`src/force_wb_pkg.sv`:
```
`default_nettype none

package force_wb_pkg;

	// Particle addressing
	localparam int PARTICLE_ID_WIDTH = 7;
	// One cache entry per particle id
	localparam int NUM_PARTICLES = 1 << PARTICLE_ID_WIDTH;

	// Signed fixed-point force component, adds wrap on overflow
	localparam int COMP_WIDTH = 32;

	// Adder pipeline depth, counted from cache read data to write port
	localparam int ACC_LATENCY = 3;
	// Issue slots an id stays blocked after it is issued
	localparam int INFLIGHT_DEPTH = ACC_LATENCY + 3;

	typedef logic [PARTICLE_ID_WIDTH-1:0] particle_id_t;

	// x sits in the top bits
	typedef struct packed {
		logic signed [COMP_WIDTH-1:0] x;
		logic signed [COMP_WIDTH-1:0] y;
		logic signed [COMP_WIDTH-1:0] z;
	} force_vec_t;

	// One partial force, as it arrives and as it is parked
	typedef struct packed {
		particle_id_t id;
		force_vec_t   force_val;
	} force_entry_t;

	// Motion-update read result
	typedef struct packed {
		logic         valid;
		particle_id_t id;
		force_vec_t   force_val;
	} force_result_t;

endpackage

`default_nettype wire

```
`src/force_input_buffer.sv`:
```
`timescale 1ns/1ps
`default_nettype none

module force_input_buffer import force_wb_pkg::*;
#(
	parameter int BUFFER_DEPTH = 16
)
(
	input  logic         clk,
	input  logic         rst,
	input  logic         push,
	input  force_entry_t push_entry,
	input  logic         pop,
	input  logic         taken,
	output force_entry_t head,
	output logic         head_valid,
	output logic         empty
);

	localparam int PTR_WIDTH = (BUFFER_DEPTH > 1) ? $clog2(BUFFER_DEPTH) : 1;
	localparam int CNT_WIDTH = $clog2(BUFFER_DEPTH + 1);
	localparam logic [PTR_WIDTH-1:0] LAST_SLOT = PTR_WIDTH'(BUFFER_DEPTH - 1);
	localparam logic [CNT_WIDTH-1:0] FULL_COUNT = CNT_WIDTH'(BUFFER_DEPTH);

	force_entry_t mem [BUFFER_DEPTH];
	logic [PTR_WIDTH-1:0] wr_ptr;
	logic [PTR_WIDTH-1:0] rd_ptr;
	logic [CNT_WIDTH-1:0] count;

	// Pointers wrap explicitly so any depth works
	always_ff @(posedge clk)
	begin
		if (rst)
		begin
			wr_ptr <= '0;
			rd_ptr <= '0;
			count <= '0;
			head_valid <= 1'b0;
		end
		else
		begin
			if (push)
				wr_ptr <= (wr_ptr == LAST_SLOT) ? '0 : wr_ptr + 1'b1;
			if (pop)
				rd_ptr <= (rd_ptr == LAST_SLOT) ? '0 : rd_ptr + 1'b1;
			case ({push, pop})
				2'b10: count <= count + 1'b1;
				2'b01: count <= count - 1'b1;
				default: count <= count;
			endcase
			// Head stays valid until the controller issues it
			if (pop)
				head_valid <= 1'b1;
			else if (taken)
				head_valid <= 1'b0;
		end
	end

	// Storage and registered head
	always_ff @(posedge clk)
	begin
		if (push)
			mem[wr_ptr] <= push_entry;
		if (pop)
			head <= mem[rd_ptr];
	end

	// A parked entry waiting in the head register still counts as pending
	assign empty = (count == '0) && !head_valid;

	// Overflow is a usage error since nothing pushes back upstream
	assert property (@(posedge clk) disable iff (rst) push |-> count != FULL_COUNT);
	assert property (@(posedge clk) disable iff (rst) pop |-> count != '0);

endmodule

`default_nettype wire

```
`config.mk`:
```
export PLATFORM = sky130hd
export DESIGN_NAME = force_input_buffer
export DESIGN_NICKNAME = d
export VERILOG_FILES = /design/src/force_wb_pkg.sv /design/src/force_input_buffer.sv
export SDC_FILE = /design/constraint.sdc
export NUM_CORES = 2
export LEC_CHECK = 0
export ABC_CLOCK_PERIOD_IN_PS = 11400
export BUFFER_PORTS_ARGS = -buffer_cell sky130_fd_sc_hd__clkbuf_2
export CAP_MARGIN = 10
export CORE_AREA = 2 2 319 321
export CTS_CLUSTER_SIZE = 30
export DETAILED_ROUTE_END_ITERATION = 10
export DIE_AREA = 0 0 321 323
export PLACE_DENSITY = 0.84
export SETUP_SLACK_MARGIN = 0.4
export SYNTH_ARGS = -nofsm -noshare
export SYNTH_HDL_FRONTEND = slang
export SYNTH_SLANG_ARGS = --single-unit
```
`constraint.sdc`:
```
create_clock -name clk -period 11.4 [get_ports clk]
set_clock_uncertainty 0.1 [all_clocks]
set_input_delay 2.28 -clock clk [delete_from_list [all_inputs] [get_ports clk]]
set_output_delay 2.28 -clock clk [all_outputs]
set_load 0.1 [all_outputs]
```
# Word level (Yosys, flattened, before mapping)
# Memory sizes are Yosys's and may differ from the RTL's. A register that Yosys moved wholly into a read port is not among the register bits.
# Cells that the tools add are included.
[totals]
regBits = 14
ramBits = 1648
out_inout_bits = 105
wordCells = 25
n_memories = 1
[mem_list]
columns = ["memory", "words", "width", "read_ports", "rd_ports_with_merged_regs", "write_ports", "line_no", "text"]
rows = [
  ["mem", 16, 103, 1, 1, 1, "force_input_buffer.sv:25", "force_entry_t mem [BUFFER_DEPTH];"],
]
[classes]
add_sub_neg = 4
n_eq_ne = 4
n_mux = 7
n_reduce_logical = 5
[ops]
columns = ["cell", "count"]
rows = [
  ["one-hot mux 5 bit (2 select lines)", 1],
  ["adder 4 x 1 -> 4 bit (second input constant)", 2],
  ["== test 4 bit (second input constant)", 2],
  ["2-to-1 mux 4 bit", 2],
  ["adder 5 x 1 -> 5 bit (second input constant)", 1],
  ["logical NOT 5 bit", 1],
  ["subtractor 5 x 1 -> 5 bit (second input constant)", 1],
  ["2-to-1 mux 1 bit", 4],
  ["nonzero test 2 bit", 2],
  ["== test 2 x 1 -> 1 bit (second input constant)", 1],
  ["== test 2 bit (second input constant)", 1],
  ["logical AND 1 bit", 1],
  ["logical NOT 1 bit", 1],
]

# Longest topological paths before layout
[depth]
depth_word = 2
depth_mapped = 10

# Worst setup path after synthesis
# No wires, ideal clock.
[synth_timing]
path_type = "input to register"
from = "input port push"
to = "memory mem[0][0] in the netlist's numbering (enable)"
setup_ps = 473
arrival_time_ps = 5295
required_time_ps = 10827
setup_slack_ps = 5532
stages = 4
cell_sequence = "clkbuf_1 inv_1 nor3_1 and2_1"
[synth_between]
elab_chain_cells = 2
[synth_rtl]
columns = ["element", "line_no", "text"]
rows = [
  ["from (decl)", "force_input_buffer.sv:11", "input logic push,"],
  ["2-to-1 mux 1 bit", "force_input_buffer.sv:62", "if (push)"],
  ["2-to-1 mux 1 bit (not written as such)", "force_input_buffer.sv:63", "mem[wr_ptr] <= push_entry;"],
  ["to (decl)", "force_input_buffer.sv:25", ""],
]
# Every way passes these cells.

# Worst setup path after layout
[layout_timing]
from = "register count[1]"
to = "output port empty"
[layout_between]
elab_chain_cells = 2
[layout_rtl]
columns = ["element", "line_no", "text"]
rows = [
  ["from (decl)", "force_input_buffer.sv:28", "logic [CNT_WIDTH-1:0] count;"],
  ["from (signal assigned)", "force_input_buffer.sv:47", "2'b10: count <= count + 1'b1;"],
  ["from (signal assigned)", "force_input_buffer.sv:48", "2'b01: count <= count - 1'b1;"],
  ["from (signal assigned)", "force_input_buffer.sv:49", "default: count <= count;"],
  ["logical NOT 5 bit", "force_input_buffer.sv:69", "assign empty = (count == '0) && !head_valid;"],
  ["logical AND 1 bit", "force_input_buffer.sv:69", ""],
  ["to (decl)", "force_input_buffer.sv:17", "output logic empty"],
]
# Every way passes these cells.

==> results.toml <==
[outcome]
status = "finished clean"

[synthesis]
syn-instance-count = 2730
synth_top_flop_cell = "sky130_fd_sc_hd__edfxtp_1"
postSynthRegisterBits = 1765
synth.avg_cell_area_um2 = 24.1
synth.lib_cells_used.distinct = 36
synth.top_cells.by_count = "sky130_fd_sc_hd__edfxtp_1 (1751), sky130_fd_sc_hd__mux4_2 (412), sky130_fd_sc_hd__a21oi_1 (112)"
synth.net_count = 2847
synth_top_cell_area_share_pct = 79.9
synth_enable_flop_cells = 1751
synth_area_leaders = "sky130_fd_sc_hd__edfxtp_1 (80%), sky130_fd_sc_hd__mux4_2 (14%), sky130_fd_sc_hd__mux2i_1 (1.6%)"
yosysWarnings = 0
yosysSeqAreaShare_pct = 80.4
netlist_area_um2 = 65800
postSynth.asyncResetShare_pct = 0
netlist.top_cell.by_area = "sky130_fd_sc_hd__edfxtp_1"
yosys.cell_count.top_type = "sky130_fd_sc_hd__edfxtp_1"

[critical_path]
regToRegStartpoint = "rd_ptr[2]"
reg2reg_depth = 5
critical_path.max_fanout = 8
worst_setup_path_start_kind = "flip-flop"
endpoint_kind_of_the_worst_setup_timing_path = "output port"
timing.reg2reg.setup_slack_ns = 7.04
cp.required_ns = 9.02
crit_reg_reg_endpoint = "head[38]"
critPathArrivalTime_ns = 2.38
setup.worst_path.class = "flip-flop to output port"

[timing]
fraction_of_the_cycle_the_final_worst_path_needs_pct = 41.7
finalMaxSlewViolations = 0
relSlewSlack_pct = 18.8
final_report_setup_violation_count = 0
finalSetupTns_ns = 0
timing_hold_violations_final = 0
fmax_ghz = 0.210
timing.final.crit_period_ns = 4.76
grt_setup_unrepaired = "no"
worst_pin_slew_ns = 1.22

[cts]
clk_transition_reported_paths_ns = 0.06
cts_inserted_buffers = 162
clock_sinks = 1765
post_cts_resize_count = 0
post_cts.repair.setup_buffers = 0
clock_tree.root_cell = "sky130_fd_sc_hd__clkbuf_16"
cts_max_path_buffers = 3
htree_levels = 4
worstSkewPairLatency_ns = 0.78
holdBufCountCts = 0
cts_tree = "built"

[floorplanning]
placementRows = 117
die-width_um = 321
initial_standard_cell_utilization_of_the_core_pct = 65.3
design.die.area_um2 = 104000
io_pins = 213
core_region_area_um2 = 101000
die_height_um = 323

[routing]
routed_wl_mm = 164
detailroute.via_count = 31600
route.antenna.remaining_nets = 0
route.detailed.vias_per_inst = 7.13
drc = 0
post_drt_wl_per_cell_um = 37.0
drtIter0Drc = 5061
detailed_router_iteration_count_before_antenna_repair = 5

[cells_and_area]
fillers = 5195
design_area_um2 = 73000
fin_nets = 3111
final_core_util_pct = 72.5
drive_gt1_share_pct = 28.8
stdcell_count = 4437
area_growth_pct = 11.0
area.sequential_um2 = 52900
area_of_the_multi_input_gates_um2 = 12100

[placement]
dp_hpwl_mm = 76.4
port_buffers = 212
gpl.final_weighted_congestion = 0.783
post_dp_cell_area_um2 = 68000
placed_cells_incl_taps = 4139

[flow_run]
max_cap_violations = 0

[grt]
globalRoute.totalOverflow = 0
grt_max_degree = 151
global_route.usage.total_pct = 32.3
grt_pass1_wl_mm = 235
number_of_global_route_vias_before_repair = 32300
antenna_found_initial = 16

[power_and_ir_drop]
total_leakage_power_nw = 22.5
power_per_cell_area_nw_per_um2 = 185
ir_worst_vdd_mv = 0.143
post-layout-total-power_mw = 13.5

[worst_hold_path]
min_to = "head_valid"
holdCritStartpoint = "head_valid"
min_delay_path_depth = 2
hold_path_class = "flip-flop to flip-flop"
==> critical path, cell delays in order, from the launching register on <==
cell and delay (ns):
sky130_fd_sc_hd__dfxtp_1 0.39, sky130_fd_sc_hd__or4_1 0.53, sky130_fd_sc_hd__nor3_1 0.19, sky130_fd_sc_hd__clkbuf_2 0.50
==> worst max-delay path by stage <==
| stage | startpoint | to | slack [ns] | cells after the start |
|---|---|---|---|---|
| 3_5_place_dp | push | mem[1][71] | 6.05 | 5 |
| 3_3_place_gp | push | mem[2][89] | 6.03 | 5 |
| 2_1_floorplan | push | mem[0][0] | 5.53 | 4 |
| 5_1_grt | count[1] | empty | 6.56 | 3 |
| 6_report | count[1] | empty | 6.64 | 3 |
| 4_1_cts | count[1] | empty | 6.59 | 3 |
==> state kept, by name, indices dropped and copies added, names as in the netlist <==
register	count
mem	1648
head	103
rd_ptr	4
wr_ptr	4
count	5
head_valid	1
==> layer usage <==
layer	wire length, µm	vias up	GRT usage [%]
met2	85800	2428	54.4
li1	-	12300	-
met4	7160	8	13.5
met1	55500	16600	42.7
met5	52	-	0
met3	15700	382	5.42
==> area by class of cell <==
class | count | share of cell area [%]
Inverter | 6 | 0.0308
Tap cell | 1309 | 2.24
Multi-Input combinational cell | 813 | 16.6
Timing Repair Buffer | 246 | 1.84
Sequential cell | 1765 | 72.4
Clock inverter | 80 | 0.927
Antenna cell | 14 | 0.0480
Clock buffer | 204 | 5.91
==> per-stage QoR <==
stage / hold slack, ns / worst slack, ns
final: 0.431 / 6.64
after global routing: 0.485 / 6.56
after CTS: 0.426 / 6.59
after detailed placement: 0.416 / 6.05
after global placement: 0.410 / 6.03
after floorplan: 0.358 / 5.53
==> power by group <==
group	internal, mW	switching, mW	total [mW]	leakage (nW)
combinational	0.270	0.677	0.946	4.10
clock	2.89	2.38	5.27	2.44
sequential	7.25	0.0638	7.32	16.0
total	10.4	3.13	13.5	22.5
==> placed cells by master, fill, tap and decap left out, types with 13 or more instances in the layout <==
cell type and instances:
sky130_fd_sc_hd__clkbuf_2 211, sky130_fd_sc_hd__edfxtp_1 1751, sky130_fd_sc_hd__diode_2 14, sky130_fd_sc_hd__clkinv_2 22
sky130_fd_sc_hd__a21oi_1 112, sky130_fd_sc_hd__mux2i_1 106, sky130_fd_sc_hd__and2_4 16, sky130_fd_sc_hd__mux4_2 412
sky130_fd_sc_hd__clkinv_1 33, sky130_fd_sc_hd__nor2_1 13, sky130_fd_sc_hd__clkbuf_1 37, sky130_fd_sc_hd__o22ai_1 103
sky130_fd_sc_hd__clkbuf_16 167, sky130_fd_sc_hd__buf_4 32
==> kinds of logic after synthesis <==
family,synth area share (%)
buffers and inverters,1.27
and+or+nand+nor,0.436
xor gates and xnor gates,0.0799
AOI/OAI and AO/OA,1.97
adders and majority gates,0.171
muxes,15.7
DFF,80.4
Note: power is estimated with default switching activity, not from simulation.
