### src/force_wb_pkg.sv
`default_nettype none

package force_wb_pkg;

	// Particle addressing
	localparam int PARTICLE_ID_WIDTH = 7;
	// One cache entry per particle id
	localparam int NUM_PARTICLES = 1 << PARTICLE_ID_WIDTH;

	// Signed fixed-point force component, adds wrap on overflow
	localparam int COMP_WIDTH = 32;

	// Adder pipeline depth, counted from cache read data to write port
	localparam int ACC_LATENCY = 3;
	// Issue slots an id stays blocked after it is issued
	localparam int INFLIGHT_DEPTH = ACC_LATENCY + 3;

	typedef logic [PARTICLE_ID_WIDTH-1:0] particle_id_t;

	// x sits in the top bits
	typedef struct packed {
		logic signed [COMP_WIDTH-1:0] x;
		logic signed [COMP_WIDTH-1:0] y;
		logic signed [COMP_WIDTH-1:0] z;
	} force_vec_t;

	// One partial force, as it arrives and as it is parked
	typedef struct packed {
		particle_id_t id;
		force_vec_t   force_val;
	} force_entry_t;

	// Motion-update read result
	typedef struct packed {
		logic         valid;
		particle_id_t id;
		force_vec_t   force_val;
	} force_result_t;

endpackage

`default_nettype wire

### src/force_accumulator.sv
`timescale 1ns/1ps
`default_nettype none

module force_accumulator import force_wb_pkg::*;
(
	input  logic         clk,
	input  logic         rst,
	input  logic         acc_valid,
	input  logic         acc_clear,
	input  particle_id_t acc_id,
	input  force_vec_t   acc_in,
	input  force_vec_t   cache_rdata,
	output logic         cache_we,
	output particle_id_t cache_waddr,
	output force_vec_t   cache_wdata
);

	// Issued force, held one cycle until the cache read data arrives
	force_vec_t   in_d;
	logic         valid_d;
	logic         clear_d;
	particle_id_t id_d;

	// Sum pipeline with its control side-band
	force_vec_t             sum_pipe [ACC_LATENCY];
	particle_id_t           id_pipe [ACC_LATENCY];
	logic [ACC_LATENCY-1:0] valid_pipe;
	logic [ACC_LATENCY-1:0] clear_pipe;

	// Lane-wise add, each lane wraps at COMP_WIDTH
	function automatic force_vec_t add_lanes(input force_vec_t a, input force_vec_t b);
		force_vec_t s;
		s.x = a.x + b.x;
		s.y = a.y + b.y;
		s.z = a.z + b.z;
		return s;
	endfunction

	always_ff @(posedge clk)
	begin
		if (rst)
		begin
			valid_d <= 1'b0;
			clear_d <= 1'b0;
			valid_pipe <= '0;
			clear_pipe <= '0;
		end
		else
		begin
			valid_d <= acc_valid;
			clear_d <= acc_clear;
			valid_pipe <= {valid_pipe[ACC_LATENCY-2:0], valid_d};
			clear_pipe <= {clear_pipe[ACC_LATENCY-2:0], clear_d};
		end
	end

	// Add in the first stage, later stages give the adder room to retime
	always_ff @(posedge clk)
	begin
		in_d <= acc_in;
		id_d <= acc_id;
		sum_pipe[0] <= add_lanes(cache_rdata, in_d);
		id_pipe[0] <= id_d;
		for (int i = 1; i < ACC_LATENCY; i++)
		begin
			sum_pipe[i] <= sum_pipe[i-1];
			id_pipe[i] <= id_pipe[i-1];
		end
	end

	assign cache_we = valid_pipe[ACC_LATENCY-1];
	assign cache_waddr = id_pipe[ACC_LATENCY-1];
	// Clear after a motion-update read writes zero
	assign cache_wdata = clear_pipe[ACC_LATENCY-1] ? '0 : sum_pipe[ACC_LATENCY-1];

endmodule

`default_nettype wire

### config.mk
export PLATFORM = sky130hd
export DESIGN_NAME = force_accumulator
export DESIGN_NICKNAME = d
export VERILOG_FILES = /design/src/force_wb_pkg.sv /design/src/force_accumulator.sv
export SDC_FILE = /design/constraint.sdc
export NUM_CORES = 1
export LEC_CHECK = 0
export BUFFER_PORTS_ARGS = -buffer_cell sky130_fd_sc_hd__buf_2
export CAP_MARGIN = 5
export CORE_ASPECT_RATIO = 0.7
export CORE_MARGIN = 5
export CORE_UTILIZATION = 40
export CTS_BUF_LIST = sky130_fd_sc_hd__clkbuf_8
export CTS_CLUSTER_SIZE = 16
export DETAILED_ROUTE_END_ITERATION = 8
export PLACE_DENSITY_LB_ADDON = 0.25
export SETUP_SLACK_MARGIN = 0.15
export SYNTH_ARGS = -nofsm -noshare
export SYNTH_HDL_FRONTEND = slang
export SYNTH_SLANG_ARGS = --single-unit
### constraint.sdc
create_clock -name clk -period 3.3 [get_ports clk]
set_input_delay 0.66 -clock clk [delete_from_list [all_inputs] [get_ports clk]]
set_output_delay 0.66 -clock clk [all_outputs]
set_load 0.005 [all_outputs]
# ---- After elaboration in Yosys (flattened, before gate mapping)
# Memory sizes are Yosys's and may differ from the RTL's.
# Cells that the tools add are included.
dict set report op_classes {
  addsub 3
  muxes 1
}
# cell count
set op_table {}
lappend op_table {{$add 32x32->32} 3}
lappend op_table {{$mux 96} 1}
dict set report totals {
  word_cells 14
  inputBits 203
  regBits 111
  out_inout_bits 104
  mem_count 2
  mem_bits_rw 309
}
# memory words word_bits rd rd_clocked_by_memory_dff wr line
set memory_table {}
lappend memory_table {sum_pipe 3 96 3 0 3 force_accumulator.sv:25} ;# force_vec_t sum_pipe [ACC_LATENCY];
lappend memory_table {id_pipe 3 7 3 0 3 force_accumulator.sv:26} ;# particle_id_t id_pipe [ACC_LATENCY];

# ---- Logic depth before layout (Yosys ltp)
# Gate-level depths: netlist of run 1.
dict set report logic_depth {
  depth_word 1
  depth_mapped 10
  mapped_depth_nobuf 10
}

# ---- Worst setup path before layout of run 1
# Ideal clock, no wire load.
dict set report synth_timing {
  path_kind {input -> register}
  startpoint {input cache_rdata[0] in the netlist's numbering}
  endpoint {memory sum_pipe[0][28] in the netlist's numbering}
  slack_ns 0.382
  cell_stages 10
  t_arrival_ns 2.860
  n_path_buf 0
  path_cell_list {ha_1 -> fa_1 -> a21o_1 -> a21oi_1 -> o211ai_2 -> o22ai_1 -> o21ai_1 -> a22o_1 -> o41ai_4 -> o21a_1}
}
# element line
set synth_rtl {}
lappend synth_rtl {{from (decl)} force_accumulator.sv:12} ;# input force_vec_t cache_rdata,
lappend synth_rtl {{to (decl)} force_accumulator.sv:25}

==> results of run 1 <==
[layout make-up]
cell class / instances / area [µm²]
Clock buffer: 76 / 1050
Sequential cell: 420 / 8410
Tap cell: 472 / 591
Inverter: 23 / 86.3
Multi-Input combinational cell: 777 / 5490
Clock inverter: 35 / 373
Fill cell: 3217 / 17200
Timing Repair Buffer: 314 / 1600
[power by group through the flow]
stage          clock network [mW]  logic [mW]  registers, mW
2_1_floorplan                   0        1.07           6.15
3_3_place_gp                    0        1.73           6.22
3_5_place_dp                    0        1.74           6.24
4_1_cts                      4.81        1.75           6.13
5_1_grt                      5.06        1.92           6.21
6_report                     4.63        1.72           6.12
[sequential cells by signal (all words and copies together), names as in the netlist]
signal      cells
clear_d         1
clear_pipe      3
id_d            7
id_pipe        21
in_d           96
sum_pipe      288
valid_d         1
valid_pipe      3
[synthesized netlist by cell type, drive strengths merged (12+ instances only)]
cell type  count
a21o          42
xnor2         52
o21a          12
and3          14
xor2          24
nor3          16
inv           23
clkbuf        19
nand3         21
nand2         63
o21ai         48
ha            93
a31oi         13
dfxtp        420
a21oi         81
nor2b        113
nor2          62
[per-stage QoR]
stage / hold slack (ns) / total power [mW]
2_1_floorplan: 0.310 / 7.22
3_3_place_gp: 0.310 / 7.95
3_5_place_dp: 0.312 / 7.97
4_1_cts: 0.0820 / 12.7
5_1_grt: 0.0911 / 13.2
6_report: 0.156 / 12.5
[routing by layer]
layer  part of all wire (%)  up-vias
li1                       -     5040
met1                     46     4435
met2                     45      217
met3                    6.5       66
met4                    2.0       10
met5                   0.20        -
[cells by family after synthesis]
kind of cell / count (synthesis) / share of synthesized area (%)
xor+xnor: 76 / 4.71
buf+inv: 51 / 1.59
simple gates: 334 / 12.4
flops: 420 / 59.5
compound gates: 269 / 13.0
mux: 2 / 0.142
fa+ha+maj: 96 / 8.66
[worst max path at each step]
stage	endpoint	slack, ns	cells after the start	start
global route	sum_pipe[0][60]	0.36	10	in_d[32]
CTS	sum_pipe[0][88]	0.55	10	in_d[64]
floorplan	sum_pipe[0][28]	0.38	10	cache_rdata[0]
detailed placement	sum_pipe[0][88]	0.08	11	cache_rdata[64]
global placement	sum_pipe[0][90]	0.13	11	cache_rdata[64]
finish	sum_pipe[0][30]	0.52	10	in_d[0]
==> reports/results.ini, run 1 <==
[die]
dieHeight_um = 167
core_um2 = 34800
row_count = 57
die-area_um2 = 39200
start_util_pct = 40.6
die_w_um = 235
ios = 307

[drt]
vias = 9768
routedWlPerCell_um = 15.2
via_per_inst = 4.61
dr.pass1.iters = 4
drc = 0
ant_nets = 0
wl_mm = 32.2
drtIter0Drc = 362

[setup_path]
crit_path_end_kind = flip-flop
worst-path-buf-inv = 0
crit_chain = ha_1 -> fa_1 -> a21o_1 -> a21oi_1 -> o211ai_2 -> o22ai_1 -> o21ai_1 -> a22o_1 -> a41oi_1 -> xnor2_1
start_kind = flip-flop
r2r.worst_path.cells = 10
cp_data_required_time_ns = 3.82
rr_endpoint = sum_pipe[0][30]
rrSetupSlack_ns = 0.52
r2r-start = in_d[0]
critPathKind = reg -> reg
arrival_ns = 3.29
cp_slowest_stage_delay_ns = 0.40
critPathSlowestCell = fa_1
cp_top_family = compound AO/OA/AOI/OAI gates
crit_fanout = 5

[clocking]
cts.sinks = 420
postCtsSetupBuffers = 0
clockBufferDepth = 3
ctsHoldBuffers = 0
htree_num_levels = 2
cts_buffers = 60
cts_tree = built
clkSlewWorstSetupHoldPaths_ns = 0.07
cts.root.buffer_cell = clkbuf_8
clock_latency_ns = 0.60
post_cts_resized = 0

[sta]
period_share_pct = 84.1
setup_violations = 0
rsz0062_at_grt = no
min_period_ns = 2.78
drv_slew = 0
post-route-worst-setup-slack_ns = 0.525
max_slew.worst_pin.slew_ns = 0.704
hold_viol = 0
max_slew_margin_pct = 53.1
max_freq_mhz = 360
setup_tns_ns = 0
skew_ns = 0.0174

[grt]
grt_pass1_vias = 9704
grtUsageMet2_pct = 25.3
grt_pass1_wl_mm = 50.9
met1_usage_pct = 21.5
grt_usage_pct = 16.0
grt-busiest-layer = met2
grt_max_degree = 66
grt_overflow = 0
grtUsageMet3_pct = 4.74
antenna_found_initial = 5

[outcome]
outcome = finished clean

[layout]
nets = 1895
fin_util_pct = 50.6
layout_common_cells = dfxtp_1 (419), buf_2 (306), nor2b_1 (113)
fin_cells = 2117
drive_above_1_share_pct = 26.2
mostFrequentLayoutCell = dfxtp_1
fin_area_um2 = 17600
syn2layout_area_growth_pct = 24.6
diodes = 0

[power]
leakagePower_nw = 8.13
ir_drop_v = 0.000357
pwr-share-comb_pct = 13.8
power.switching_mw = 3.00
p_int_mw = 9.47
power_frac_clock_pct = 37.2
seq_power_share_pct = 49.0
swShare_pct = 24.1
p_per_area_nw_per_um2 = 709

[yosys]
synth_top_flop_cell = dfxtp_1
synth_nets = 1547
synth_area_um2 = 14100
seq_area_frac_synth_pct = 59.5
netlist_instances = 1248
synth-async-reset-ratio_pct = 0
yosysWarningCount = 0
synth-seq-cells = 420
synth.area.top_cells = dfxtp_1 (60%), ha_1 (8.2%), nor2b_1 (5.0%)
avgSynthCellArea_um2 = 11.3
synth_cell_types = 65
post-synth-top-area-cell = dfxtp_1
synth_edf_count = 0
yosys.area.top_type_share_pct = 59.5

[placement]
dpl-instance-area_um2 = 16200
hpwl_mm = 25.0
place_ws_ns = 0.0755
gp_congestion = 0.886
io_buffers = 306
dp_cells = 2006

[worst_hold_path]
whs_endpoint = in_d[61]
holdPathStages = 1
min_from = acc_in[61]
hold_class = in -> reg

[job]
maxCapViolations = 0

Power figures use the tool's default switching activity.
==> run 2, diff against run 1 <==
==> constraint.sdc (replaced) <==
create_clock -name clk -period 2.85 [get_ports clk]
set_input_delay 0.57 -clock clk [delete_from_list [all_inputs] [get_ports clk]]
set_output_delay 0.57 -clock clk [all_outputs]
set_load 0.005 [all_outputs]
==> run 2 against run 1 <==
Clock skew up 0.0019 ns. Worst setup slack worse by 0.21 ns. First-iteration DRC count increased by 33%. Cell count up 3.6%. Combinational power is 24% higher. Critical path depth did not move. Clock power increased by 6.0%. Register-to-register slack lost 0.21 ns.
==> reports/results.ini, run 2 (synthesis results as in run 1) <==
[outcome]
outcome = finished clean

[sta]
period_share_pct = 89.0  ; +4.9 points
whs_ns = 0.0664  ; -0.0899 ns
hold_viol = 0  ; unchanged
max_slew_margin_pct = 61.6  ; +8.5 points
max_slew.worst_pin.slew_ns = 0.570  ; -0.134 ns
rsz0062_at_grt = yes
min_period_ns = 2.54  ; -0.239 ns
skew_ns = 0.0193  ; +0.00195 ns
drv_slew = 0  ; unchanged
setup_violations = 0  ; unchanged
max_freq_mhz = 394  ; +9.4%

[clocking]
cts.sinks = 420  ; unchanged
cts.root.buffer_cell = clkbuf_8
clock_latency_ns = 0.61  ; about the same
htree_num_levels = 2  ; unchanged
cts_tree = built
clkSlewWorstSetupHoldPaths_ns = 0.06  ; about the same
cts_buffers = 60  ; unchanged
clockBufferDepth = 3  ; unchanged

[die]
start_util_pct = 40.6  ; unchanged
die-area_um2 = 39200  ; unchanged
core_um2 = 34800  ; unchanged
row_count = 57  ; unchanged
ios = 307  ; unchanged
dieHeight_um = 167  ; unchanged
die_w_um = 235  ; unchanged

[power]
power.switching_mw = 3.44  ; +15%
ir_drop_v = 0.000376  ; +5.2%
seq_power_share_pct = 50.1  ; +1.1 points
p_per_area_nw_per_um2 = 777  ; +9.7%
leakagePower_nw = 8.46  ; +4.0%
pwr-share-comb_pct = 15.1  ; +1.3 points
p_total_mw = 14.1  ; +13%
power_frac_clock_pct = 34.7  ; -2.5 points
swShare_pct = 24.4  ; +0.28 points
p_int_mw = 10.7  ; +13%

[layout]
largest-register = sum_pipe
layout_common_cells = dfxtp_1 (419), buf_2 (306), nor2b_1 (113)
largest_reg_flops = 288  ; unchanged
largest_registers = sum_pipe: 288 flops, in_d: 96 flops, id_pipe: 21 flops
mostFrequentLayoutCell = dfxtp_1
regArea_um2 = 8410  ; unchanged
drive_above_1_share_pct = 28.1  ; +1.9 points
nets = 1978  ; +4.4%
syn2layout_area_growth_pct = 28.7
fill_cells = 3181  ; -1.1%
multi_input_area_um2 = 5530  ; +0.64%

[drt]
drc = 0  ; unchanged
via_per_inst = 4.58  ; -0.80%
ant_nets = 0  ; unchanged
wl_mm = 33.0  ; +2.3%
vias = 10042  ; +2.8%
dr.pass1.iters = 5  ; +1
routedWlPerCell_um = 15.0  ; -1.3%
drtIter0Drc = 481  ; +33%

[placement]
io_buffers = 306  ; unchanged
hpwl_mm = 25.4  ; +1.5%
gp_congestion = 0.901  ; +1.7%

[setup_path]
arrival_ns = 3.02  ; -0.27 ns
cp_slowest_stage_delay_ns = 0.42  ; +0.02 ns
critPathKind = reg -> reg
worst-path-buf-inv = 0  ; unchanged
path_common_cell = nor2_1
start_kind = flip-flop
cp_data_required_time_ns = 3.33  ; -0.49 ns
crit_path_end_kind = flip-flop
cp_top_family = compound AO/OA/AOI/OAI gates
critPathSlowestCell = fa_1
crit_fanout = 3  ; -2
crit_chain = ha_1 -> fa_1 -> a21oi_2 -> nor2_1 -> o211ai_1 -> and4_1 -> o21ai_1 -> a31oi_1 -> nor2_1 -> a311o_1

[grt]
grt_usage_pct = 16.5  ; +0.50 points
grt_pass1_vias = 10202  ; +5.1%
antenna_found_initial = 7  ; +2
grt_max_degree = 43  ; -35%
grt_overflow = 0  ; unchanged
grt_pass1_wl_mm = 52.3  ; +2.9%

[worst_hold_path]
hold_class = in -> reg

[job]
maxCapViolations = 0  ; unchanged

[run 2: area by class of cell]
cell class / instances / share of cell area, %
clock inverter: 27 / 1.26
inverter: 23 / 0.475
tap: 472 / 3.25
timing repair buffer: 397 / 12.6
sequential: 420 / 46.3
multi-input combinational: 777 / 30.4
antenna: 2 / 0.0275
clock buffer: 76 / 5.75
[run 2: power by group through the flow]
stage          sequential (mW)  clock [mW]  combinational [mW]
4_1_cts                   7.10        5.10                2.16
3_5_place_dp              7.22           0                2.11
6_report                  7.08        4.91                2.13
5_1_grt                   7.19        5.37                2.38
2_1_floorplan             7.12           0                1.24
3_3_place_gp              7.19           0                2.11
[run 2: final timing paths]
path                                     start               to  slack (ns)  depth (start not counted)
worst min-delay path                acc_in[70]         in_d[70]        0.07                          1
worst min register to register  sum_pipe[0][1]  sum_pipe[0][97]        0.31                          0
worst max register to register        in_d[32]  sum_pipe[0][60]        0.31                         10
worst max-delay path                  in_d[32]  sum_pipe[0][60]        0.31                         10
[run 2: what timing repair did]
| action | 4_1_cts | 5_1_grt |
|---|---|---|
| gates resized for setup | 1 | 4 |
| buffers inserted | 0 | 0 |
| hold buffers | 28 | 0 |
| endpoints found under the hold margin | 28 | 0 |
| endpoints found under the setup margin | 12 | 10 |
| pin swaps | 0 | 2 |
[run 2: per-layer routing]
layer / vias up / GRT usage [%] / routed length [µm]
met5: - / 0 / 46
met4: 8 / 5.10 / 841
met3: 64 / 4.60 / 2230
met2: 258 / 26.8 / 15400
met1: 4515 / 21.5 / 14400
li1: 5197 / - / -
[run 2: per-stage QoR]
| step | std cells | util, % | worst slack, ns | TNS (ns) | area, µm² |
|---|---|---|---|---|---|
| floorplan | 1248 | - | 0.162 | 0 | 14100 |
| global placement | 2061 | 47.7 | -0.0963 | -0.433 | 16600 |
| detailed placement | 2061 | 47.7 | -0.149 | -0.932 | 16600 |
| CTS | 2192 | 52.2 | 0.228 | 0 | 18200 |
| global route | 2194 | 52.2 | 0.130 | 0 | 18200 |
| finish | 2194 | 52.2 | 0.314 | 0 | 18200 |
