`src/force_wb_pkg.sv`:
```
`default_nettype none

package force_wb_pkg;

	// Particle addressing
	localparam int PARTICLE_ID_WIDTH = 7;
	// One cache entry per particle id
	localparam int NUM_PARTICLES = 1 << PARTICLE_ID_WIDTH;

	// Signed fixed-point force component, adds wrap on overflow
	localparam int COMP_WIDTH = 32;

	// Adder pipeline depth, counted from cache read data to write port
	localparam int ACC_LATENCY = 3;
	// Issue slots an id stays blocked after it is issued
	localparam int INFLIGHT_DEPTH = ACC_LATENCY + 3;

	typedef logic [PARTICLE_ID_WIDTH-1:0] particle_id_t;

	// x sits in the top bits
	typedef struct packed {
		logic signed [COMP_WIDTH-1:0] x;
		logic signed [COMP_WIDTH-1:0] y;
		logic signed [COMP_WIDTH-1:0] z;
	} force_vec_t;

	// One partial force, as it arrives and as it is parked
	typedef struct packed {
		particle_id_t id;
		force_vec_t   force_val;
	} force_entry_t;

	// Motion-update read result
	typedef struct packed {
		logic         valid;
		particle_id_t id;
		force_vec_t   force_val;
	} force_result_t;

endpackage

`default_nettype wire

```
`src/force_hazard_tracker.sv`:
```
`timescale 1ns/1ps
`default_nettype none

module force_hazard_tracker import force_wb_pkg::*;
(
	input  logic         clk,
	input  logic         rst,
	input  logic         issue_valid,
	input  particle_id_t issue_id,
	input  particle_id_t cand_a,
	input  particle_id_t cand_b,
	output logic         busy_a,
	output logic         busy_b
);

	// Slot 0 holds the most recent issue, shifted every cycle
	logic [INFLIGHT_DEPTH-1:0] slot_valid;
	particle_id_t              slot_id [INFLIGHT_DEPTH];

	// Empty slots carry no valid bit, so id 0 is never blocked by them
	always_ff @(posedge clk)
	begin
		if (rst)
			slot_valid <= '0;
		else
			slot_valid <= {slot_valid[INFLIGHT_DEPTH-2:0], issue_valid};
	end

	always_ff @(posedge clk)
	begin
		slot_id[0] <= issue_id;
		for (int i = 1; i < INFLIGHT_DEPTH; i++)
			slot_id[i] <= slot_id[i-1];
	end

	// Candidate blocked while its id is still between issue and write-back
	always_comb
	begin
		busy_a = 1'b0;
		busy_b = 1'b0;
		for (int i = 0; i < INFLIGHT_DEPTH; i++)
		begin
			if (slot_valid[i] && (slot_id[i] == cand_a))
				busy_a = 1'b1;
			if (slot_valid[i] && (slot_id[i] == cand_b))
				busy_b = 1'b1;
		end
	end

endmodule

`default_nettype wire

```
`src/force_wb_controller.sv`:
```
`timescale 1ns/1ps
`default_nettype none

module force_wb_controller import force_wb_pkg::*;
(
	input  logic          clk,
	input  logic          rst,
	input  logic          wr_enable,
	input  force_entry_t  wr_entry,
	input  logic          rd_enable,
	input  particle_id_t  rd_id,
	input  force_entry_t  buf_head,
	input  logic          buf_head_valid,
	input  logic          buf_empty,
	input  force_vec_t    cache_rdata,
	output logic          buf_push,
	output force_entry_t  buf_push_entry,
	output logic          buf_pop,
	output logic          buf_taken,
	output particle_id_t  cache_raddr,
	output force_vec_t    acc_in,
	output logic          acc_valid,
	output logic          acc_clear,
	output particle_id_t  acc_id,
	output force_result_t rd_result
);

	// Fresh input, delayed to line up with the buffer head
	logic         wr_valid_d;
	force_entry_t wr_entry_d;

	// Read strobe delay line, covers address and cache read latency
	logic         rd_enable_d1;
	logic         rd_enable_d2;
	particle_id_t rd_id_d1;
	particle_id_t rd_id_d2;
	logic         rd_busy;

	// Hazard flags for the two issue candidates
	logic fresh_busy;
	logic head_busy;

	// Issue decision for this cycle
	logic         issue_valid;
	logic         issue_clear;
	particle_id_t issue_id;
	force_vec_t   issue_force;
	particle_id_t issue_id_q;

	// Registered read result
	logic         rd_valid_q;
	particle_id_t rd_id_q;
	force_vec_t   rd_force_q;

	always_ff @(posedge clk)
	begin
		if (rst)
		begin
			wr_valid_d <= 1'b0;
			rd_enable_d1 <= 1'b0;
			rd_enable_d2 <= 1'b0;
		end
		else
		begin
			wr_valid_d <= wr_enable;
			rd_enable_d1 <= rd_enable;
			rd_enable_d2 <= rd_enable_d1;
		end
	end

	always_ff @(posedge clk)
	begin
		wr_entry_d <= wr_entry;
		rd_id_d1 <= rd_id;
		rd_id_d2 <= rd_id_d1;
	end

	// Read owns the cache for three cycles
	assign rd_busy = rd_enable | rd_enable_d1 | rd_enable_d2;

	force_hazard_tracker hazard_tracker_inst (
		.clk        (clk),
		.rst        (rst),
		.issue_valid(issue_valid),
		.issue_id   (issue_id),
		.cand_a     (wr_entry_d.id),
		.cand_b     (buf_head.id),
		.busy_a     (fresh_busy),
		.busy_b     (head_busy)
	);

	// Priority: read clear, then conflict-free fresh input, then buffer head
	always_comb
	begin
		issue_valid = 1'b0;
		issue_clear = 1'b0;
		issue_id = wr_entry_d.id;
		issue_force = wr_entry_d.force_val;
		buf_taken = 1'b0;
		if (rd_busy)
		begin
			// Clear goes through the adder so it also enters the tracker
			issue_valid = rd_enable;
			issue_clear = rd_enable;
			issue_id = rd_id;
			issue_force = '0;
		end
		else if (wr_valid_d && !fresh_busy)
		begin
			issue_valid = 1'b1;
		end
		else if (buf_head_valid && !head_busy)
		begin
			issue_valid = 1'b1;
			issue_id = buf_head.id;
			issue_force = buf_head.force_val;
			buf_taken = 1'b1;
		end
	end

	// Park fresh input that cannot issue this cycle
	assign buf_push = wr_valid_d && (rd_busy || fresh_busy);
	assign buf_push_entry = wr_entry_d;
	// One entry in the head register at a time
	assign buf_pop = !buf_empty && !buf_head_valid && !rd_busy;

	always_ff @(posedge clk)
	begin
		if (rst)
		begin
			acc_valid <= 1'b0;
			acc_clear <= 1'b0;
			rd_valid_q <= 1'b0;
		end
		else
		begin
			acc_valid <= issue_valid;
			acc_clear <= issue_clear;
			rd_valid_q <= rd_enable_d2;
		end
	end

	always_ff @(posedge clk)
	begin
		issue_id_q <= issue_id;
		acc_in <= issue_force;
		rd_id_q <= rd_id_d2;
		rd_force_q <= cache_rdata;
	end

	// Cache is read at the issued id, the adder writes back there
	assign cache_raddr = issue_id_q;
	assign acc_id = issue_id_q;

	assign rd_result = '{valid: rd_valid_q, id: rd_id_q, force_val: rd_force_q};

	// Reads and accumulation are separate phases
	assert property (@(posedge clk) disable iff (rst)
		rd_enable |-> !wr_enable && !wr_valid_d && buf_empty);

endmodule

`default_nettype wire

```
`config.mk`:
```
export PLATFORM = sky130hd
export DESIGN_NAME = force_wb_controller
export DESIGN_NICKNAME = d
export VERILOG_FILES = /design/src/force_wb_pkg.sv /design/src/force_hazard_tracker.sv /design/src/force_wb_controller.sv
export SDC_FILE = /design/constraint.sdc
export NUM_CORES = 1
export LEC_CHECK = 0
export BUFFER_PORTS_ARGS = -buffer_cell sky130_fd_sc_hd__buf_2
export CAP_MARGIN = 5
export CORE_AREA = 2 2 249 251
export CTS_BUF_LIST = sky130_fd_sc_hd__clkbuf_8
export DETAILED_ROUTE_END_ITERATION = 12
export DIE_AREA = 0 0 251 253
export HOLD_SLACK_MARGIN = 0.03
export PLACE_DENSITY = 0.46
export SYNTH_ARGS = -nofsm -noshare
export SYNTH_HDL_FRONTEND = slang
export SYNTH_SLANG_ARGS = --single-unit
export TNS_END_PERCENT = 30
```
`constraint.sdc`:
```
create_clock -name clk -period 5.5 [get_ports clk]
set_clock_uncertainty 0.15 [all_clocks]
set_input_delay 0.275 -clock clk [delete_from_list [all_inputs] [get_ports clk]]
set_output_delay 0.275 -clock clk [all_outputs]
set_load 0.005 [all_outputs]
```
Word level (Yosys, flattened, before mapping)
Memory sizes are Yosys's and may differ from the RTL's.
Index checks and enable logic that the tools add are counted.
Operators by class
  div/mod/pow operators: 0
  muxes and demuxes: 22
  shift-type cells: 0
  multiply operators: 0
  bitwise logic cells: 3
  magnitude comparators: 0
  reductions and logical operators: 24
  add/subtract/negate cells: 0
  equal/unequal tests: 12
Operators with widths (count)
  2-to-1 mux 96 bit: 2
  == test 7 bit: 12
  2-to-1 mux 7 bit: 3
  logical AND 1 bit: 17
  2-to-1 mux 1 bit: 17
  logical NOT 1 bit: 5
  OR 1 bit: 2
  OR reduction 2 bit: 1
  logical OR 1 bit: 1
  NOT 1 bit: 1
Storage, ports and cells
  bits in latches: 0
  memories: 1
  bits in registers: 335
  word-level logic and storage cells: 83
  memory bits (read-only): 0
  output and inout bits: 322
  bits in writable memories: 42
Memories
  hazard_tracker_inst.slot_id: depth 6, bits a word 7, rd ports 6, clocked after memory_dff 0, write ports 6, line force_hazard_tracker.sv:18  | particle_id_t slot_id [INFLIGHT_DEPTH];

Depth between registers and ports, before layout
Gate-level depths: netlist (run 1).
  depth in word-level cells: 13
  mapped depth: 11
  mapped depth without buffers: 7

By module
A second synthesis (run 1) with hierarchy kept.
Second synthesis, totals
  cells, all modules: 918
  area, all modules: 10684.0 um2
By module, submodules not included
  force_wb_controller: times used 1, cells each 728, area an instance 8610.8 um2
  force_hazard_tracker: times used 1, cells each 190, area an instance 2073.2 um2

Worst setup path after synthesis (run 1)
Ideal clock, no wire load.
  path kind: input to output
  start: input port buf_head[98] (netlist bit)
  end: output port buf_taken
  stages on the path: 9
  arrival: 1709 ps
  data required time: 5075 ps
  path slack: 3366 ps
  cells stage by stage: buf_4 -> xor2_1 -> nor4_1 -> nand4_1 -> nand4_1 -> or3_4 -> buf_6 -> buf_6 -> nor3_2
On the way
  cells in the longest elaborated chain, start to end: 13
  elaborated cells between the ends (all ways): 23
  those cells by class: 6 x eq/ne; 9 x mux; 8 x reduce/logical
RTL lines
  from (decl): line force_wb_controller.sv:12  | input force_entry_t buf_head,
  == test 7 bit: line force_hazard_tracker.sv:45  | if (slot_valid[i] && (slot_id[i] == cand_b))
  logical AND 1 bit: line force_hazard_tracker.sv:45
  2-to-1 mux 1 bit (5 in series): line force_hazard_tracker.sv:45
  2-to-1 mux 1 bit *: line force_hazard_tracker.sv:45
  logical NOT 1 bit *: line force_wb_controller.sv:112  | else if (buf_head_valid && !head_busy)
  logical AND 1 bit *: line force_wb_controller.sv:112
  2-to-1 mux 1 bit *: line force_wb_controller.sv:112
  2-to-1 mux 1 bit *: line force_wb_controller.sv:108  | else if (wr_valid_d && !fresh_busy)
  2-to-1 mux 1 bit *: line force_wb_controller.sv:100  | if (rd_busy)
  to (decl): line force_wb_controller.sv:19  | output logic buf_taken,
Mark *: on every way between the ends. The rest lies on a longest branch, timed or not.

==> results.txt, run 1 <==
----------------------------------------------------
[Outcome]
  Outcome ... finished clean

[Clocking]
  Clock Path Buffers ... 3
  Number of cells upsized or downsized after cts ... 0
  Clock tree from TritonCTS ... built
  CTS H-Tree Depth ... 3
  Num CTS Buffers ... 67
  Cell at the root of the clock tree ... sky130_fd_sc_hd__clkbuf_8
  Clock sink count ... 369
  Clock slew at reported path FFs ... 0.06 ns
  Clk Latency, worst-skew pair ... 0.63 ns

[Synthesis]
  Simple-gate portion of the synthesized area ... 0.0794
  Count of mapped cells out of synthesis ... 911
  Adder-cell area share of the yosys netlist ... 0
  Portion of netlist area occupied by mux cells ... 0
  Number of nets in the synthesized netlist ... 1226
  Library cells used by synthesis ... 25
  Share of the synthesized area in compound gates (AO/OA/AOI/OAI) ... 0.104
  Synth Area in XOR/XNOR ... 0.0695
  Largest family of logic cells by synthesized area ... compound AO/OA/AOI/OAI gates
  Synth Register Bits ... 369
  Yosys Warn Count ... 0
  Sequential area share after synthesis ... 0.698
  Synthesized area per cell ... 11.6 µm²
  Mapped cell area ... 0.0106 mm²

[Detailed routing]
  Iteration-0 DRC count of the detailed router ... 481
  Detail Route Antenna Nets ... 0
  Sum of routed wire length over all layers ... 45400 µm
  Residual DRC ... 0
  Vias ... 10600
  Wire length per cell ... 16.8 µm
  DRT Pass-1 Iters ... 5
  Avg Vias per Cell ... 3.92

[Power and ir drop]
  Net switching power figure ... 1640 µW
  Leakage power ... 0.00861 µW
  Worst supply voltage drop on vdd ... 0.000200 V
  Pwr/cell area ... 333 mW/mm²
  Internal Dissipation ... 4640 µW
  Combinational Power Share ... 0.119
  Switching Share ... 0.261
  Relative contribution of the clock network to total power ... 0.412
  Share of total power in sequential cells ... 0.470

[Floorplan]
  Die Wd ... 251 µm
  Core Box Area ... 0.0610 mm²
  # IOs ... 637
  Site Rows ... 91
  Die outline height ... 253 µm
  Starting density of the core ... 0.173
  Area of the die ... 0.0635 mm²

[STA]
  Worst slew slack as a fraction of its limit ... 0.521
  Ratio of final minimum period to clock period ... 0.703
  Fin Setup TNS ... 0 ns
  Transition time at the pin with the least slew margin ... 0.719 ns
  Achievable clock frequency ... 0.259 GHz
  Final Hold Viols ... 0
  Final-report setup violation count ... 0
  Crit path time final ... 3.87 ns
  Unrepaired setup endpoints after global routing ... no
  Final slew viol count ... 0

[GRT]
  First-pass GRT wire length ... 65400 µm
  Antenna violations before repair ... 14
  Total routing resource utilization after global routing ... 0.135
  Maximum number of pins on one net before global-route repair ... 56
  Number of global-route vias before repair ... 11300
  Total global routing overflow ... 0

[Critical path]
  Required time of the critical path ... 5.90 ns
  Data arrival time of the critical path ... 4.27 ns
  Cells on worst reg2reg path ... 8
  Crit Path Category ... reg -> reg
  Endpoint of the lowest-slack register-to-register path ... hazard_tracker_inst.slot_id[0][6]
  Flop-to-flop setup slack ... 1.63 ns
  Critical Path Max Stage Delay ... 0.67 ns
  Worst setup path endpoint ... hazard_tracker_inst.slot_id[0][6]
  CP startpoint kind ... flip-flop
  Most used cell along the critical path ... sky130_fd_sc_hd__a21oi_1
  Critical register-to-register path startpoint ... buf_push_entry[99]
  Cell with the biggest individual delay on the critical path ... sky130_fd_sc_hd__dfxtp_1
  Maximum net fanout on the critical path ... 55
  Type of element capturing the critical path ... flip-flop
  Worst-path cell chain ... xor2_1, nor4_1, a21oi_1, nand3_4, buf_4, a31oi_1, a21oi_1, dlygate4sd3_1
  Critical Path Start ... buf_push_entry[99]

[Placement]
  Placed wire-length estimate after detailed placement ... 31700 µm
  Final weighted congestion of routability-driven global placement ... 0.833
  # port buffers ... 636
  Total placed instance area ... 0.0143 mm²

[Cells and area]
  Cell area after layout ... 0.0189 mm²
  Fraction of layout instances using a drive strength above 1 ... 0.390
  Area growth from synthesis to final layout ... 78.2%
  FF+latch area ... 0.00739 mm²
  Layout Nets ... 2178
  Total of fill cells in the finished design ... 6297
  Combined area of the multi-input logic cells ... 0.00271 mm²

[Job]
  Max-cap viol count ... 0

[Hold path]
  Source of the worst hold timing path ... wr_entry[64]
  Class of the tightest hold or removal check ... in -> reg

----------------------------------------------------
## critical path: cells and delay by family (launching register included)
| family | cells | cell delay, ns |
|---|---|---|
| buffers and inverters | 2 | 1.21 |
| AND/OR/NAND/NOR | 2 | 0.98 |
| flip-flops | 1 | 0.67 |
| AO/OA/AOI/OAI | 3 | 0.57 |
| XOR/XNOR | 1 | 0.12 |
## stage by stage
stage	hold slack [ns]	utilization	worst slack [ns]	total power (µW)	std cells
2_1_floorplan	0.153	-	3.37	3230	911
3_3_place_gp	0.162	0.235	2.10	3570	2265
3_5_place_dp	0.162	0.235	2.13	3560	2265
4_1_cts	0.0339	0.309	1.64	6380	2699
5_1_grt	0.0532	0.309	1.43	6580	2702
6_report	0.124	0.309	1.63	6280	2704
## cell usage in the layout (no fill, tap or decap), drive strengths merged, types with 2 or more instances in the layout
| master | n |
|---|---|
| dlygate4sd3 | 319 |
| or3 | 2 |
| a21oi | 105 |
| diode | 5 |
| dfxtp | 369 |
| inv | 27 |
| bufinv | 2 |
| clkbuf | 76 |
| nand4 | 19 |
| xnor2 | 54 |
| clkinvlp | 2 |
| a31oi | 8 |
| xor2 | 30 |
| clkinv | 10 |
| buf | 644 |
| nor3 | 5 |
| nand3 | 97 |
| nor2b | 8 |
| nor2 | 19 |
| o21ai | 105 |
| nor4 | 6 |
## per-layer routing
layer	GRT usage	up-vias	wire, µm
li1	-	5007	-
met1	0.150	4963	17900
met2	0.225	474	21900
met3	0.0543	126	3660
met4	0.0653	18	1810
met5	0	-	126
## state kept, by name (all words and copies together) (netlist names)
name,flops
wr_valid_d,1
rd_enable_d2,1
rd_id_q,7
rd_valid_q,1
rd_id_d1,7
buf_push_entry,103
acc_in,96
acc_clear,1
rd_id_d2,7
hazard_tracker_inst.slot_valid,6
hazard_tracker_inst.slot_id,42
rd_enable_d1,1
rd_result,96
## power groups by stage
stage	sequential (µW)	combinational (µW)	clock (µW)
finish	2950	746	2590
global route	2970	809	2810
CTS	2950	745	2680
detailed placement	3010	556	0
global placement	3010	559	0
floorplan	2990	241	0
## worst min-delay path by stage
| stage | slack [ns] | cells past startpoint | endpoint |
|---|---|---|---|
| 2_1_floorplan | 0.15 | 0 | buf_push_entry[0] |
| 3_5_place_dp | 0.16 | 0 | rd_id_q[6] |
| 3_3_place_gp | 0.16 | 0 | rd_id_d2[5] |
| 6_report | 0.12 | 2 | buf_push_entry[64] |
| 5_1_grt | 0.05 | 2 | buf_push_entry[64] |
| 4_1_cts | 0.03 | 2 | buf_push_entry[46] |
## cells in the mapped netlist, drive strengths merged
| cell | number | area share |
|---|---|---|
| a21oi | 105 | 0.050 |
| nand4 | 19 | 0.011 |
| nor4 | 6 | 0.0050 |
| and3 | 1 | 0.00059 |
| inv | 2 | 0.00071 |
| nand3 | 97 | 0.046 |
| xor2 | 30 | 0.025 |
| o21ai | 105 | 0.050 |
| buf | 52 | 0.038 |
| nor2b | 8 | 0.0047 |
| a31oi | 8 | 0.0047 |
| nand2 | 1 | 0.00035 |
| nor2 | 19 | 0.0067 |
| nor3 | 5 | 0.0033 |
| clkbuf | 28 | 0.010 |
| xnor2 | 54 | 0.045 |
| or3 | 2 | 0.0017 |
| dfxtp | 369 | 0.70 |
## cells by family after synthesis
kind of cell              Yosys count
AOI/OAI and AO/OA                 218
DFF                               369
xor gates and xnor gates           84
buffers and inverters              82
and+or+nand+nor                   158
## cell type report
| cell class | instances | area share |
|---|---|---|
| flip-flops and latches | 369 | 0.392 |
| diodes | 5 | 0.000663 |
| repair buffers | 963 | 0.341 |
| clock buffers | 76 | 0.0554 |
| multi-input cells | 460 | 0.143 |
| well taps | 790 | 0.0524 |
| inverters | 2 | 0.000398 |
| clock inverters | 39 | 0.0149 |
## what timing repair did
action | CTS | global route
buffers inserted | 0 | 0
endpoints found under the hold margin | 320 | 0
hold buffers | 319 | 0
Power figures use the tool's default switching activity.
==> inputs of run 2 (changes only) <==
--- a/config.mk
+++ b/config.mk
@@ -5,14 +5,15 @@
 export SDC_FILE = /design/constraint.sdc
 export NUM_CORES = 1
 export LEC_CHECK = 0
+export ABC_AREA = 1
 export BUFFER_PORTS_ARGS = -buffer_cell sky130_fd_sc_hd__buf_2
 export CAP_MARGIN = 5
-export CORE_AREA = 2 2 249 251
+export CORE_AREA = 2 2 245 247
 export CTS_BUF_LIST = sky130_fd_sc_hd__clkbuf_8
 export DETAILED_ROUTE_END_ITERATION = 12
-export DIE_AREA = 0 0 251 253
+export DIE_AREA = 0 0 247 249
 export HOLD_SLACK_MARGIN = 0.03
-export PLACE_DENSITY = 0.46
+export PLACE_DENSITY = 0.49
 export SYNTH_ARGS = -nofsm -noshare
 export SYNTH_HDL_FRONTEND = slang
 export SYNTH_SLANG_ARGS = --single-unit
==> constraint.sdc (replaced) <==
create_clock -name clk -period 3.4 [get_ports clk]
set_clock_uncertainty 0.15 [all_clocks]
set_input_delay 0.17 -clock clk [delete_from_list [all_inputs] [get_ports clk]]
set_output_delay 0.17 -clock clk [all_outputs]
set_load 0.005 [all_outputs]
==> results.txt, run 2 <==
----------------------------------------------------
[Outcome]
  Outcome ... complete, but fails checks (was finished clean)
  Violated checks ... antenna violations

[Synthesis]
  Simple-gate portion of the synthesized area ... 0.180 (was 0.0794)
  Post-synth EDFFs ... 0 (unchanged)
  Share of the synthesized area in compound gates (AO/OA/AOI/OAI) ... 0.0788 (was 0.104)
  Main flop type after synthesis ... sky130_fd_sc_hd__dfxtp_1 (unchanged)
  Yosys Warn Count ... 0 (unchanged)
  Cell type with the largest total area after synthesis ... sky130_fd_sc_hd__dfxtp_1 (unchanged)
  Proportion of synthesized flip-flops having asynchronous set or reset ... 0 (unchanged)
  Sequential area share after synthesis ... 0.682 (was 0.698)
  Synthesized area per cell ... 9.74 µm² (was 11.6 µm²)
  Cell with the most instances after synthesis ... sky130_fd_sc_hd__dfxtp_1 (unchanged)
  Count of mapped cells out of synthesis ... 1112 (was 911)
  Largest family of logic cells by synthesized area ... simple AND/OR/NAND/NOR gates (was compound AO/OA/AOI/OAI gates)
  Portion of netlist area occupied by mux cells ... 0 (unchanged)
  Synth Area in XOR/XNOR ... 0.00728 (was 0.0695)
  Fraction of synthesized cell area taken by the top area cell type ... 0.682 (was 0.698)
  Number of nets in the synthesized netlist ... 1427 (was 1226)
  Most used standard cells in the synthesized netlist ... sky130_fd_sc_hd__dfxtp_1 (369), sky130_fd_sc_hd__nor2_1 (249), sky130_fd_sc_hd__nand2_1 (209) (was sky130_fd_sc_hd__dfxtp_1 (369), sky130_fd_sc_hd__a21oi_1 (105), sky130_fd_sc_hd__nand3_1 (97))
  Biggest area contributors in the synthesized netlist ... sky130_fd_sc_hd__dfxtp_1 (68%), sky130_fd_sc_hd__nor2_1 (8.6%), sky130_fd_sc_hd__nand2_1 (7.2%), sky130_fd_sc_hd__o21bai_1 (6.7%), sky130_fd_sc_hd__inv_1 (2.0%) (was sky130_fd_sc_hd__dfxtp_1 (70%), sky130_fd_sc_hd__a21oi_1 (5.0%), sky130_fd_sc_hd__nand3_1 (4.6%), sky130_fd_sc_hd__xnor2_1 (4.5%), sky130_fd_sc_hd__o21ai_1 (2.8%))
  Synth Register Bits ... 369 (unchanged)
  Library cells used by synthesis ... 26 (was 25)
  Adder-cell area share of the yosys netlist ... 0 (unchanged)
  Mapped cell area ... 0.0108 mm² (was 0.0106 mm²)

[Power and ir drop]
  Combinational Power Share ... 0.139 (was 0.119)
  Leakage power ... 0.0105 µW (was 0.00861 µW)
  Share of total power in sequential cells ... 0.450 (was 0.470)
  Switching Share ... 0.262 (was 0.261)
  Worst supply voltage drop on vdd ... 0.000313 V (was 0.000200 V)
  Net switching power figure ... 2790 µW (was 1640 µW)
  Pwr/cell area ... 497 mW/mm² (was 333 mW/mm²)
  Relative contribution of the clock network to total power ... 0.410 (was 0.412)
  Internal Dissipation ... 7860 µW (was 4640 µW)

[Cells and area]
  Cell area after layout ... 0.0214 mm² (was 0.0189 mm²)
  Total of fill cells in the finished design ... 5703 (was 6297)
  Flip-flop count of the largest register after layout ... 103 (unchanged)
  Area growth from synthesis to final layout ... 98.1% (was 78.2%)
  Filler-free cell count of the finished design ... 3137 (was 2704)
  Commonest non-fill, non-tap cells in the layout ... sky130_fd_sc_hd__buf_2 (636), sky130_fd_sc_hd__dlygate4sd3_1 (521), sky130_fd_sc_hd__dfxtp_1 (367), sky130_fd_sc_hd__nor2_1 (249), sky130_fd_sc_hd__nand2_1 (209) (was sky130_fd_sc_hd__buf_2 (636), sky130_fd_sc_hd__dfxtp_1 (369), sky130_fd_sc_hd__dlygate4sd3_1 (319), sky130_fd_sc_hd__a21oi_1 (105), sky130_fd_sc_hd__nand3_1 (96))
  Fraction of layout instances using a drive strength above 1 ... 0.329 (was 0.390)
  Layout Nets ... 2619 (was 2178)
  Commonest non-fill, non-tap cell in the layout ... sky130_fd_sc_hd__buf_2 (unchanged)

[Placement]
  # port buffers ... 636 (unchanged)
  Final weighted congestion of routability-driven global placement ... 0.914 (was 0.833)
  Placed wire-length estimate after detailed placement ... 32100 µm (was 31700 µm)
  Number of instances in the placed design ... 2486 (was 2265)
  Total placed instance area ... 0.0148 mm² (was 0.0143 mm²)

[Detailed routing]
  Wire length per cell ... 15.8 µm (was 16.8 µm)
  Avg Vias per Cell ... 3.89 (was 3.92)
  DRT Pass-1 Iters ... 5 (unchanged)
  Residual DRC ... 0 (unchanged)
  Detail Route Antenna Nets ... 1 (was 0)
  Sum of routed wire length over all layers ... 49700 µm (was 45400 µm)
  Vias ... 12200 (was 10600)
  Iteration-0 DRC count of the detailed router ... 388 (was 481)

[Hold path]
  Worst hold path cell count ... 2 (unchanged)
  Class of the tightest hold or removal check ... in -> reg (unchanged)

[Job]
  Max-cap viol count ... 0 (unchanged)

[STA]
  Worst slack on hold paths ... 0.0697 ns (was 0.124 ns)
  Ratio of final minimum period to clock period ... 0.915
  Unrepaired setup endpoints after global routing ... no (unchanged)
  Worst slew slack as a fraction of its limit ... 0.503 (was 0.521)
  Transition time at the pin with the least slew margin ... 0.741 ns (was 0.719 ns)
  Achievable clock frequency ... 0.321 GHz
  Final-report setup violation count ... 0 (unchanged)
  Fin Setup TNS ... 0 ns (unchanged)
  Crit path time final ... 3.11 ns
  Final Hold Viols ... 0 (unchanged)
  Final slew viol count ... 0 (unchanged)

[Floorplan]
  # IOs ... 637 (unchanged)
  Core Box Area ... 0.0587 mm² (was 0.0610 mm²)
  Starting density of the core ... 0.184 (was 0.173)
  Die outline height ... 249 µm (was 253 µm)
  Site Rows ... 89 (was 91)
  Die Wd ... 247 µm (was 251 µm)
  Area of the die ... 0.0615 mm² (was 0.0635 mm²)

[GRT]
  Maximum number of pins on one net before global-route repair ... 64 (was 56)
  Number of global-route vias before repair ... 13300 (was 11300)
  Met3 Use GR ... 0.0542 (was 0.0543)
  Antenna violations before repair ... 8 (was 14)
  Global-route track usage on met1 ... 0.160 (was 0.150)
  Busiest layer in global routing ... met2 (unchanged)
  Total global routing overflow ... 0 (unchanged)
  Total routing resource utilization after global routing ... 0.156 (was 0.135)
  First-pass GRT wire length ... 73000 µm (was 65400 µm)
  Met2 layer usage reported by global route ... 0.277 (was 0.225)

[Clocking]
  Clock Path Buffers ... 3 (unchanged)
  Clock tree from TritonCTS ... built (unchanged)
  Cell at the root of the clock tree ... sky130_fd_sc_hd__clkbuf_8 (unchanged)
  Total setup buffers inserted after CTS ... 0 (unchanged)
  Clk Latency, worst-skew pair ... 0.63 ns (about the same)
  Clock slew at reported path FFs ... 0.06 ns (about the same)
  Num CTS Buffers ... 68 (was 67)
  CTS H-Tree Depth ... 3 (unchanged)
  Clock sink count ... 369 (unchanged)

[Critical path]
  Data arrival time of the critical path ... 2.79 ns (was 4.27 ns)
  Maximum net fanout on the critical path ... 56 (was 55)
  Flop-to-flop setup slack ... 0.41 ns (was 1.63 ns)
  Type of element capturing the critical path ... output port (was flip-flop)
  Cells on worst reg2reg path ... 13 (was 8)
  Required time of the critical path ... 3.08 ns (was 5.90 ns)
  Crit Path Category ... reg -> out (was reg -> reg)
  CP startpoint kind ... flip-flop (unchanged)

----------------------------------------------------
## run 2: critical path: stages, from the launching register on
cell                      delay, ns
sky130_fd_sc_hd__dfxtp_1       0.58
sky130_fd_sc_hd__inv_2         0.16
sky130_fd_sc_hd__o21ai_1       0.20
sky130_fd_sc_hd__nor2_1        0.06
sky130_fd_sc_hd__nand3_1       0.07
sky130_fd_sc_hd__nor2_1        0.05
sky130_fd_sc_hd__nor2_1        0.14
sky130_fd_sc_hd__nand3_2       0.21
sky130_fd_sc_hd__nand2_4       0.14
sky130_fd_sc_hd__buf_12        0.27
sky130_fd_sc_hd__nor2_1        0.08
sky130_fd_sc_hd__buf_2         0.15
## run 2: path summary, 6_finish.rpt
check | start | end
worst max register to register | buf_push_entry[101] | hazard_tracker_inst.slot_id[0][4]
worst max-delay path | buf_push_entry[101] | buf_taken
worst min-delay path | rd_id[3] | rd_id_d1[3]
worst min register to register | rd_id_d2[5] | rd_id_q[5]
## run 2: repair_timing
| item | 4_1_cts | 5_1_grt |
|---|---|---|
| hold buffers | 521 | 0 |
| endpoints found under the setup margin | 0 | 1 |
| gates resized for setup | 0 | 2 |
| endpoints found under the hold margin | 320 | 0 |
## run 2: cell type report
class                           instances  area (µm²)  share of cell area
Timing Repair Buffer                 1166        8500               0.397
Sequential cell                       369        7390               0.345
Multi-Input combinational cell        625        2880               0.134
Clock buffer                           80        1100              0.0514
Tap cell                              773         967              0.0451
Clock inverter                         40         292              0.0136
Inverter                               74         280              0.0131
Antenna cell                           10        25.0             0.00117
## run 2: cells by family (layout without fill, tap and decap cells)
logic type	count (synthesis)	count (layout)
buf+inv	118	1360
other cells	0	10
simple gates	495	495
flops	369	369
xor+xnor	9	9
compound gates	121	121
## run 2: per-stage QoR
step                setup slack (ns)  total power [µW]   util
global route                  0.0280             11200  0.365
detailed placement             0.641              5870  0.252
floorplan                       1.43              5250      -
global placement               0.647              5870  0.252
CTS                           0.0855             10800  0.365
finish                         0.289             10700  0.365
## run 2: layer usage
layer  up-vias  part of all wire
li1       5853                 -
met4         4             0.044
met2       583              0.50
met1      5627              0.37
met5         -           0.00054
met3       149             0.083
## run 2: power groups by stage
stage               Combinational [µW]  Sequential (µW)  Clock, µW
floorplan                          402             4850          0
global placement                   991             4880          0
detailed placement                 989             4880          0
CTS                               1460             4790       4520
global route                      1620             4820       4720
finish                            1480             4800       4370
